<file path="config.mk">
export PLATFORM = sky130hd
export DESIGN_NAME = lsu_top
export DESIGN_NICKNAME = d
export VERILOG_FILES = /design/src/source/lsu_bus_pkg.sv /design/src/source/lsu_op_pkg.sv /design/src/source/lsu_bus_seq.sv /design/src/source/lsu_load_align.sv /design/src/source/lsu_store_align.sv /design/src/source/lsu_top.sv
export SDC_FILE = /design/constraint.sdc
export NUM_CORES = 1
export LEC_CHECK = 0
export ABC_AREA = 0
export BUFFER_PORTS_ARGS = -buffer_cell sky130_fd_sc_hd__buf_4
export CAP_MARGIN = 0
export CORE_MARGIN = 2
export CORE_UTILIZATION = 47
export DETAILED_ROUTE_END_ITERATION = 8
export PLACE_DENSITY = 0.91
export SETUP_SLACK_MARGIN = 0.1
export SLEW_MARGIN = 5
export SYNTH_ARGS = -nofsm -noshare
export SYNTH_HDL_FRONTEND = slang
export SYNTH_SLANG_ARGS = --single-unit
</file>
<file path="constraint.sdc">
create_clock -name i_clk -period 3.08 [get_ports i_clk]
set_input_delay 0.616 -clock i_clk [delete_from_list [all_inputs] [get_ports i_clk]]
set_output_delay 0.616 -clock i_clk [all_outputs]
set_load 0.05 [all_outputs]
</file>
<file path="src/source/lsu_bus_pkg.sv">
// Data bus widths and derived constants, imported by every LSU module and the testbench
package lsu_bus_pkg;

    // ========================================================================
    // Data bus geometry
    // ========================================================================

    // Width of one bus data word
    localparam int DATA_W = 32;

    // One strobe per byte lane
    localparam int STRB_W = DATA_W / 8;

    // Byte offset inside a word
    localparam int OFFS_W = $clog2(STRB_W);

    // Address distance between two neighbouring words
    localparam int WORD_BYTES = STRB_W;

endpackage : lsu_bus_pkg

</file>
<file path="src/source/lsu_op_pkg.sv">
// Access size and sequencer state encodings, imported by the LSU modules and the testbench
package lsu_op_pkg;

    // ========================================================================
    // Access size
    // ========================================================================

    // Same values as the funct3 field of loads and stores
    typedef enum logic [2:0] {
        LS_BYTE   = 3'b000,
        LS_HALF   = 3'b001,
        LS_WORD   = 3'b010,
        LS_BYTE_U = 3'b100,
        LS_HALF_U = 3'b101
    } ls_size_e;

    // ========================================================================
    // Bus sequencer state
    // ========================================================================

    typedef enum logic [1:0] {
        // No command in flight
        LSU_IDLE     = 2'b00,
        // Single access, aligned or not crossing a word
        LSU_ALIGNED  = 2'b01,
        // Lower word of a crossing access
        LSU_SPLIT_LO = 2'b10,
        // Upper word of a crossing access
        LSU_SPLIT_HI = 2'b11
    } lsu_state_e;

endpackage : lsu_op_pkg

</file>
<file path="src/source/lsu_bus_seq.sv">
// Bus sequencer that issues one or two data bus accesses per command and reports completion
`timescale 1ns/1ns

module lsu_bus_seq
    import lsu_bus_pkg::*;
    import lsu_op_pkg::*;
#(
    parameter int ADDR_W = 32
) (
    input  logic                i_clk,
    input  logic                i_rst_n,
    // Command
    input  logic                i_valid,
    input  logic                i_read,
    input  logic                i_write,
    input  ls_size_e            i_size,
    input  logic [ADDR_W-1:0]   i_addr,
    // Lane-placed store data
    input  logic [DATA_W-1:0]   i_lo_wdata,
    input  logic [STRB_W-1:0]   i_lo_wstrb,
    input  logic [DATA_W-1:0]   i_hi_wdata,
    input  logic [STRB_W-1:0]   i_hi_wstrb,
    // Data bus
    input  logic                i_dbus_gnt,
    input  logic                i_dbus_rvalid,
    input  logic [DATA_W-1:0]   i_dbus_rdata,
    input  logic                i_dbus_err,
    output logic                o_dbus_req,
    output logic                o_dbus_we,
    output logic [ADDR_W-1:0]   o_dbus_addr,
    output logic [DATA_W-1:0]   o_dbus_wdata,
    output logic [STRB_W-1:0]   o_dbus_wstrb,
    // To load aligner and caller
    output logic [DATA_W-1:0]   o_lo_rdata,
    output logic                o_split_hi,
    output logic                o_busy,
    output logic                o_err
);

    // ========================================================================
    // Address split and crossing check
    // ========================================================================

    logic [OFFS_W-1:0] w_offset;
    logic [ADDR_W-1:0] w_addr_lo;
    logic [ADDR_W-1:0] w_addr_hi;
    logic              w_crosses;
    logic              w_is_mem_op;

    assign w_offset  = i_addr[OFFS_W-1:0];
    assign w_addr_lo = {i_addr[ADDR_W-1:OFFS_W], {OFFS_W{1'b0}}};
    assign w_addr_hi = w_addr_lo + ADDR_W'(WORD_BYTES);

    // Byte never crosses, half only from the last lane, word from any nonzero offset
    always_comb begin
        case (i_size)
            LS_HALF, LS_HALF_U: w_crosses = (w_offset == '1);
            LS_WORD:            w_crosses = (w_offset != '0);
            default:            w_crosses = 1'b0;
        endcase
    end

    assign w_is_mem_op = i_valid && (i_read || i_write);

    // ========================================================================
    // State machine
    // ========================================================================

    lsu_state_e        r_state;
    lsu_state_e        w_state_next;
    // Current access already granted, waiting for read-valid
    logic              r_granted;
    logic [DATA_W-1:0] r_lo_rdata;
    // Error seen on the lower half of a split
    logic              r_err_acc;
    logic              w_done;
    logic              w_use_hi;

    always_comb begin
        w_state_next = r_state;
        o_dbus_req   = 1'b0;
        w_done       = 1'b0;
        case (r_state)
            LSU_IDLE: begin
                // Request goes out in the same cycle as the command
                if (w_is_mem_op) begin
                    o_dbus_req   = 1'b1;
                    w_state_next = w_crosses ? LSU_SPLIT_LO : LSU_ALIGNED;
                end
            end
            LSU_SPLIT_LO: begin
                o_dbus_req = !r_granted;
                if (i_dbus_rvalid) begin
                    w_state_next = LSU_SPLIT_HI;
                end
            end
            default: begin
                // Aligned access or upper half, both finish on read-valid
                o_dbus_req = !r_granted;
                if (i_dbus_rvalid) begin
                    w_state_next = LSU_IDLE;
                    w_done       = 1'b1;
                end
            end
        endcase
    end

    always_ff @(posedge i_clk or negedge i_rst_n) begin
        if (!i_rst_n) begin
            r_state   <= LSU_IDLE;
            r_granted <= 1'b0;
            r_err_acc <= 1'b0;
        end else begin
            r_state <= w_state_next;
            // Read-valid closes the access, a grant stops the request
            if (i_dbus_rvalid) begin
                r_granted <= 1'b0;
            end else if (o_dbus_req && i_dbus_gnt) begin
                r_granted <= 1'b1;
            end
            if (w_done) begin
                r_err_acc <= 1'b0;
            end else if (r_state == LSU_SPLIT_LO && i_dbus_rvalid && i_dbus_err) begin
                r_err_acc <= 1'b1;
            end
        end
    end

    // Lower word of a split load, joined with the upper word later
    always_ff @(posedge i_clk) begin
        if (r_state == LSU_SPLIT_LO && i_dbus_rvalid) begin
            r_lo_rdata <= i_dbus_rdata;
        end
    end

    // ========================================================================
    // Bus drive and results
    // ========================================================================

    assign w_use_hi     = (r_state == LSU_SPLIT_HI);
    assign o_dbus_we    = o_dbus_req && i_write;
    assign o_dbus_addr  = w_use_hi ? w_addr_hi  : w_addr_lo;
    assign o_dbus_wdata = w_use_hi ? i_hi_wdata : i_lo_wdata;
    assign o_dbus_wstrb = w_use_hi ? i_hi_wstrb : i_lo_wstrb;

    assign o_lo_rdata = r_lo_rdata;
    assign o_split_hi = w_use_hi;
    // Busy drops in the completion cycle so the caller can take the result
    assign o_busy     = w_is_mem_op && !w_done;
    assign o_err      = w_done && (i_dbus_err || r_err_acc);

    // Responder only answers accesses that were requested
    a_no_rvalid_idle : assert property (@(posedge i_clk) disable iff (!i_rst_n)
        (r_state == LSU_IDLE) |-> !i_dbus_rvalid);

    // Ungranted request holds its address into the next cycle
    a_req_addr_stable : assert property (@(posedge i_clk) disable iff (!i_rst_n)
        (o_dbus_req && !i_dbus_gnt) |=> (o_dbus_req && $stable(o_dbus_addr)));

endmodule : lsu_bus_seq

</file>
<file path="src/source/lsu_load_align.sv">
// Extracts the addressed bytes from one or two bus words and extends the load result
`timescale 1ns/1ns

module lsu_load_align
    import lsu_bus_pkg::*;
    import lsu_op_pkg::*;
(
    input  ls_size_e            i_size,
    input  logic [OFFS_W-1:0]   i_offset,
    // Second half of a split access in progress
    input  logic                i_split_hi,
    input  logic [DATA_W-1:0]   i_lo_rdata,
    input  logic [DATA_W-1:0]   i_dbus_rdata,
    output logic [DATA_W-1:0]   o_rdata
);

    logic [OFFS_W+2:0]   w_shift_bits;
    logic [2*DATA_W-1:0] w_combined;
    logic [2*DATA_W-1:0] w_shifted;
    logic [DATA_W-1:0]   w_raw;

    // ========================================================================
    // Byte extraction
    // ========================================================================

    assign w_shift_bits = {i_offset, 3'b000};

    // Upper word sits above the captured lower word during a split
    always_comb begin
        if (i_split_hi) begin
            w_combined = {i_dbus_rdata, i_lo_rdata};
        end else begin
            w_combined = {{DATA_W{1'b0}}, i_dbus_rdata};
        end
    end

    assign w_shifted = w_combined >> w_shift_bits;
    assign w_raw     = w_shifted[DATA_W-1:0];

    // ========================================================================
    // Extension
    // ========================================================================

    always_comb begin
        case (i_size)
            LS_BYTE:   o_rdata = {{(DATA_W-8){w_raw[7]}}, w_raw[7:0]};
            LS_BYTE_U: o_rdata = {{(DATA_W-8){1'b0}}, w_raw[7:0]};
            LS_HALF:   o_rdata = {{(DATA_W-16){w_raw[15]}}, w_raw[15:0]};
            LS_HALF_U: o_rdata = {{(DATA_W-16){1'b0}}, w_raw[15:0]};
            // Word passes through as is
            default:   o_rdata = w_raw;
        endcase
    end

endmodule : lsu_load_align

</file>
<file path="src/source/lsu_store_align.sv">
// Places store data and byte strobes into the lanes of the lower and upper bus words
`timescale 1ns/1ns

module lsu_store_align
    import lsu_bus_pkg::*;
    import lsu_op_pkg::*;
(
    input  ls_size_e            i_size,
    input  logic [OFFS_W-1:0]   i_offset,
    input  logic [DATA_W-1:0]   i_wdata,
    output logic [DATA_W-1:0]   o_lo_wdata,
    output logic [STRB_W-1:0]   o_lo_wstrb,
    output logic [DATA_W-1:0]   o_hi_wdata,
    output logic [STRB_W-1:0]   o_hi_wstrb
);

    // Store data cut to the access size, still in lane 0
    logic [DATA_W-1:0]   w_wdata_raw;
    logic [STRB_W-1:0]   w_wstrb_raw;

    // Offset expressed in bits
    logic [OFFS_W+2:0]   w_shift_bits;

    // Two-word window after the lane shift
    logic [2*DATA_W-1:0] w_data_win;
    logic [2*STRB_W-1:0] w_strb_win;

    // Zero-extend and build the strobe pattern
    always_comb begin
        case (i_size)
            LS_BYTE, LS_BYTE_U: begin
                w_wdata_raw = {{(DATA_W-8){1'b0}}, i_wdata[7:0]};
                w_wstrb_raw = STRB_W'(1);
            end
            LS_HALF, LS_HALF_U: begin
                w_wdata_raw = {{(DATA_W-16){1'b0}}, i_wdata[15:0]};
                w_wstrb_raw = STRB_W'(3);
            end
            default: begin
                // Full word
                w_wdata_raw = i_wdata;
                w_wstrb_raw = '1;
            end
        endcase
    end

    // Eight bits per byte of offset
    assign w_shift_bits = {i_offset, 3'b000};

    // Bytes that run past the lower word spill into the upper word
    assign w_data_win = {{DATA_W{1'b0}}, w_wdata_raw} << w_shift_bits;
    assign w_strb_win = {{STRB_W{1'b0}}, w_wstrb_raw} << i_offset;

    assign o_lo_wdata = w_data_win[DATA_W-1:0];
    assign o_lo_wstrb = w_strb_win[STRB_W-1:0];
    assign o_hi_wdata = w_data_win[2*DATA_W-1:DATA_W];
    assign o_hi_wstrb = w_strb_win[2*STRB_W-1:STRB_W];

endmodule : lsu_store_align

</file>
<file path="src/source/lsu_top.sv">
// Load/store unit top level, connects store aligner, bus sequencer and load aligner
`timescale 1ns/1ns

module lsu_top
    import lsu_bus_pkg::*;
    import lsu_op_pkg::*;
#(
    parameter int ADDR_W = 32
) (
    input  logic                i_clk,
    input  logic                i_rst_n,
    // Command, held stable while busy
    input  logic                i_valid,
    input  logic                i_read,
    input  logic                i_write,
    input  ls_size_e            i_size,
    input  logic [ADDR_W-1:0]   i_addr,
    input  logic [DATA_W-1:0]   i_wdata,
    // Data bus
    output logic                o_dbus_req,
    output logic                o_dbus_we,
    output logic [ADDR_W-1:0]   o_dbus_addr,
    output logic [DATA_W-1:0]   o_dbus_wdata,
    output logic [STRB_W-1:0]   o_dbus_wstrb,
    input  logic                i_dbus_gnt,
    input  logic                i_dbus_rvalid,
    input  logic [DATA_W-1:0]   i_dbus_rdata,
    input  logic                i_dbus_err,
    // Result, valid when busy is low with a valid command
    output logic [DATA_W-1:0]   o_rdata,
    output logic                o_busy,
    output logic                o_err
);

    logic [OFFS_W-1:0] w_offset;
    logic [DATA_W-1:0] w_lo_wdata;
    logic [STRB_W-1:0] w_lo_wstrb;
    logic [DATA_W-1:0] w_hi_wdata;
    logic [STRB_W-1:0] w_hi_wstrb;
    logic [DATA_W-1:0] w_lo_rdata;
    logic              w_split_hi;

    // Byte offset shared by both aligners
    assign w_offset = i_addr[OFFS_W-1:0];

    lsu_store_align store_align_i (
        .i_size     (i_size),
        .i_offset   (w_offset),
        .i_wdata    (i_wdata),
        .o_lo_wdata (w_lo_wdata),
        .o_lo_wstrb (w_lo_wstrb),
        .o_hi_wdata (w_hi_wdata),
        .o_hi_wstrb (w_hi_wstrb)
    );

    lsu_bus_seq #(
        .ADDR_W (ADDR_W)
    ) bus_seq_i (
        .i_clk         (i_clk),
        .i_rst_n       (i_rst_n),
        .i_valid       (i_valid),
        .i_read        (i_read),
        .i_write       (i_write),
        .i_size        (i_size),
        .i_addr        (i_addr),
        .i_lo_wdata    (w_lo_wdata),
        .i_lo_wstrb    (w_lo_wstrb),
        .i_hi_wdata    (w_hi_wdata),
        .i_hi_wstrb    (w_hi_wstrb),
        .i_dbus_gnt    (i_dbus_gnt),
        .i_dbus_rvalid (i_dbus_rvalid),
        .i_dbus_rdata  (i_dbus_rdata),
        .i_dbus_err    (i_dbus_err),
        .o_dbus_req    (o_dbus_req),
        .o_dbus_we     (o_dbus_we),
        .o_dbus_addr   (o_dbus_addr),
        .o_dbus_wdata  (o_dbus_wdata),
        .o_dbus_wstrb  (o_dbus_wstrb),
        .o_lo_rdata    (w_lo_rdata),
        .o_split_hi    (w_split_hi),
        .o_busy        (o_busy),
        .o_err         (o_err)
    );

    lsu_load_align load_align_i (
        .i_size       (i_size),
        .i_offset     (w_offset),
        .i_split_hi   (w_split_hi),
        .i_lo_rdata   (w_lo_rdata),
        .i_dbus_rdata (i_dbus_rdata),
        .o_rdata      (o_rdata)
    );

endmodule : lsu_top
</file>
After elaboration in Yosys (flattened, before gate mapping)
Cells that the tools add are included.
{"block": "op_classes", "n_addsub": 1, "shift": 3, "muxes": 21, "eq_ne": 9, "reduce_logical": 21}
{"operator": "$pmux W32 S4", "n": 1}
{"operator": "$mux W32", "n": 2}
{"operator": "$mux W64", "n": 1}
{"operator": "$pmux W32 S2", "n": 1}
{"operator": "$shl A32 B5 Y64", "n": 1}
{"operator": "$shr A64 B5 Y32", "n": 1}
{"operator": "$add A32 B3 Y32 const B", "n": 1}
{"operator": "$mux W1", "n": 8}
{"operator": "$mux W2", "n": 4}
{"operator": "$pmux W4 S2", "n": 1}
{"operator": "$reduce_bool A2 Y1", "n": 4}
{"operator": "$shl A4 B2 Y8", "n": 1}
{"operator": "$logic_and A1 B1 Y1", "n": 7}
{"operator": "$eq A2 B2 Y1 const B", "n": 3}
{"operator": "$eq A3 B3 Y1 const B", "n": 2}
{"operator": "$reduce_or A2 Y1", "n": 3}
{"operator": "$mux W4", "n": 1}
{"operator": "$pmux W2 S2", "n": 1}
{"operator": "$eq A3 B1 Y1 const B", "n": 1}
{"operator": "$eq A3 B2 Y1 const B", "n": 1}
{"operator": "$logic_not A3 Y1", "n": 1}
{"operator": "$reduce_and A3 Y1", "n": 1}
{"operator": "$logic_not A1 Y1", "n": 2}
{"operator": "$logic_not A2 Y1", "n": 1}
{"operator": "4 further kinds", "n": 5}
{"block": "word_totals", "output_inout_bits": 104, "input_bits": 107, "reg_bits": 36}

Logic depth before layout (Yosys ltp)
{"block": "depth", "word_depth": 7, "ltp_mapped": 8}

Hierarchy
A second synthesis with hierarchy kept.
{"block": "unflattened", "hier_cells": 540, "area_unflattened_um2": 5256.3}
{"mod": "lsu_bus_seq", "cells_each": 197, "n_inst": 1, "area_per_inst_um2": 2312.2}
{"mod": "lsu_load_align", "cells_each": 193, "n_inst": 1, "area_per_inst_um2": 1885.6}
{"mod": "lsu_store_align", "cells_each": 150, "n_inst": 1, "area_per_inst_um2": 1058.5}

Worst setup path before layout
OpenSTA, ideal clock, no wires.
{"block": "synth_timing", "path_type": "input to output", "from": "input port i_addr[0]", "to": "output port o_dbus_wdata[23]", "required_time_ns": 2.464, "path_buffers": 4, "arrival_ns": 2.557, "cell_stages": 6, "setup_slack_ns": -0.093, "path_cell_list": "buf_2 > buf_4 > buf_2 > buf_2 > a32oi_1 > o21ai_0"}
{"block": "synth_between", "elab_chain_len": 2}
{"item": "from (decl)", "line": "lsu_top.sv:17", "rtl": "input logic [ADDR_W-1:0] i_addr,"}
{"item": "$shl A32 B5 Y64", "line": "lsu_store_align.sv:51", "rtl": "assign w_data_win = {{DATA_W{1'b0}}, w_wdata_raw} << w_shift_bits;"}
{"item": "$mux W32", "line": "lsu_bus_seq.sv:143", "rtl": "assign o_dbus_wdata = w_use_hi ? i_hi_wdata : i_lo_wdata;"}
{"item": "to (decl)", "line": "lsu_top.sv:23", "rtl": "output logic [DATA_W-1:0] o_dbus_wdata,"}
No other way between the ends.

Final worst setup path
{"block": "layout_timing", "from": "register bus_seq_i.r_state[0]", "to": "output port o_rdata[21]"}
{"block": "layout_between", "elab_chain_len": 4}
{"item": "from (decl)", "line": "lsu_bus_seq.sv:69", "rtl": "lsu_state_e r_state;"}
{"item": "from (signal assigned)", "line": "lsu_bus_seq.sv:114", "rtl": "r_state <= w_state_next;"}
{"item": "$eq A2 B2 Y1", "line": "lsu_bus_seq.sv:140", "rtl": "assign w_use_hi = (r_state == LSU_SPLIT_HI);"}
{"item": "$mux W64", "line": "lsu_load_align.sv:30", "rtl": "if (i_split_hi) begin"}
{"item": "$shr A64 B5 Y32", "line": "lsu_load_align.sv:37", "rtl": "assign w_shifted = w_combined >> w_shift_bits;"}
{"item": "$pmux W32 S4", "line": "lsu_load_align.sv:45", "rtl": "case (i_size)"}
{"item": "to (decl)", "line": "lsu_top.sv:30", "rtl": "output logic [DATA_W-1:0] o_rdata,"}
No other way between the ends.

==> metrics.txt <==
Synth area leader edfxtp_1; final net count 824; # Post-CTS Setup Buffers 0; clk_lat worst skew 0.28 ns; run status finished clean; CP Capture Type primary output; synthesis-to-finish area growth 43.4%; port bufs 208; Async SR Flop Fraction 11.1%; fin util 69.3%; Placed Cells incl. Taps 816; largest net degree at the start of global routing 51; Max Cap Viol 0; Rows 34; Setup Skew 0.00264 ns; routability cong. 0.911; total number of vias 5154; Yosys warnings 0; Ant. Diodes 0; PD cells 460 nW/µm²; DRT Pass-1 Iters 5; # hold bufs at CTS 0; Avg Cell Area, Syn 8.07 µm²; kind of critical path flop to primary output; slew margin rel. 59.5%; Synth cell types 52; top post-synthesis cells by area edfxtp_1 (23%), mux2i_1 (13%), nand2_1 (5.5%); gr usage total 30.9%; Hold WS 0.113 ns; CTS sink count 36; CTS clk-pin slew, worst paths 0.07 ns; Die Y 98.5 µm; IO Pins 211; Fin Setup TNS 0 ns; Pwr Total 2.77 mW; Post-synth EDFFs 32; antenna-violating nets left 0; Synth top cells by count nand2_1 (62), nor2_1 (57), mux2i_1 (54); quantity of gates resized following cts 0; Fillers 709; RSZ-0062 raised after global routing false; post-synthesis sequential area ratio 25.3%; Avg Vias per Cell 6.25; CTS tree done; die area 9700 µm²; Post-Syn Area 4200 µm²; clk root buf clkbuf_8; startpoint types flop; Worst Path Arrival 2.27 ns; Post-DP HPWL 12.3 mm; GR Overflow Total 0; fin. max-slew vios 0; actual slew at the worst max-slew pin 0.605 ns; initial antenna violation count 0; DRT iter0 DRCs 412; fin crit share 93.6%; CTS max path bufs 2; reg2reg path depth 4; Wirelength per Cell 19.8 µm; post-layout min period 2.88 ns; H-tree depth 2; top-count cell post-synth nand2_1; WP data required 2.46 ns; Die Wd 98.5 µm; upper clock frequency limit 347 MHz; Total Wirelength 16.3 mm; Num CTS Buffers 5; top-area cell type share of the netlist area 22.9%; post-route non-filler standard cell count 825; Max FO, Critical Path 19; Leak Pwr 2.68 nW; r2r setup slk 1.66 ns; Post-route DRC 0; number of global-route vias before repair 5006; Synth Flop Type edfxtp_1; Max VDD drop 0.364 mV; fraction of layout cells with a size suffix above 1 39.5%; Initial Util 48.4%; Setup violations, final 0; CORE AREA 8680 µm²; Hold Fails Final Rpt 0; first-pass GRT wire length 24.7 mm; Syn Inst Count 520; worst hold-check path type input port to async pin; Synth Register Bits 36
==> cells by family after synthesis <==
family / synth area share, %
buffers and inverters: 6.05
other: 0.0893
AOI/OAI and AO/OA: 23.5
and+or+nand+nor: 22.6
xor gates and xnor gates: 6.05
DFF: 25.3
adders and majority gates: 0.298
muxes: 16.2
==> per-stage QoR <==
step,cell area [µm²],setup slack (ns)
6_report,6020,0.196
5_1_grt,6020,0.115
4_1_cts,5970,0.104
3_5_place_dp,5890,0.253
3_3_place_gp,5890,0.287
2_1_floorplan,4220,-0.0932
==> worst max-delay path, stage by stage (launching register included) <==
cell and delay [ns]:
dfrtp_1 0.38, and2_4 0.23, buf_12 0.19, nand2_1 0.20
buf_4 0.30, nor2_1 0.08, o21ai_0 0.29, nand3_2 0.11
buf_4 0.20
==> flip-flops by register name (all words and copies together) (netlist names) <==
name / count
bus_seq_i.o_lo_rdata: 32
bus_seq_i.r_err_acc: 1
bus_seq_i.r_granted: 1
bus_seq_i.r_state: 2
==> cells in the final DEF (no fill, tap or decap), drive strengths merged, types with 3 or more instances in the layout <==
master / n
o221ai: 15
nand4: 6
buf: 232
nand3: 37
nor2b: 4
dfrtp: 4
nor3: 4
a21oi: 36
o21ai: 43
and4: 6
a22oi: 16
a211oi: 10
nand2: 63
nor2: 57
mux2i: 54
and3: 5
clkbuf: 6
and2: 8
clkinv: 3
o2bb2ai: 8
xnor2: 24
mux2: 10
a32oi: 10
xor2: 5
edfxtp: 32
inv: 3
==> layout make-up <==
cell class | count | area, µm² | share of cell area [%]
Tap cell | 108 | 135 | 2.25
Sequential cell | 36 | 1060 | 17.6
Clock inverter | 3 | 13.8 | 0.229
Clock buffer | 5 | 68.8 | 1.14
Inverter | 3 | 11.3 | 0.187
Multi-Input combinational cell | 437 | 2930 | 48.7
Timing Repair Buffer | 233 | 1800 | 29.8
==> path summary, 6_finish.rpt <==
| kind | to | from |
|---|---|---|
| max | o_rdata[21] | bus_seq_i.r_state[0] |
| min | bus_seq_i.r_err_acc | i_rst_n |
| max reg2reg | bus_seq_i.o_lo_rdata[0] | bus_seq_i.r_state[1] |
| min reg2reg | bus_seq_i.r_granted | bus_seq_i.r_granted |
| max in group asynchronous | bus_seq_i.r_granted | i_rst_n |
| min in group i_clk | bus_seq_i.r_granted | bus_seq_i.r_granted |
==> routing by layer <==
metal	global-route usage, %	share of wire (%)	vias up
li1	-	-	2333
met1	35.9	36	2406
met2	57.4	51	350
met3	3.26	9.2	65
met4	13.2	3.8	0
met5	0	0	-
==> where the power goes <==
part,internal (mW),switching (mW)
clock network,0.154,0.171
logic,0.613,1.23
registers,0.583,0.0182
total,1.35,1.42
Power figures use the tool's default switching activity.
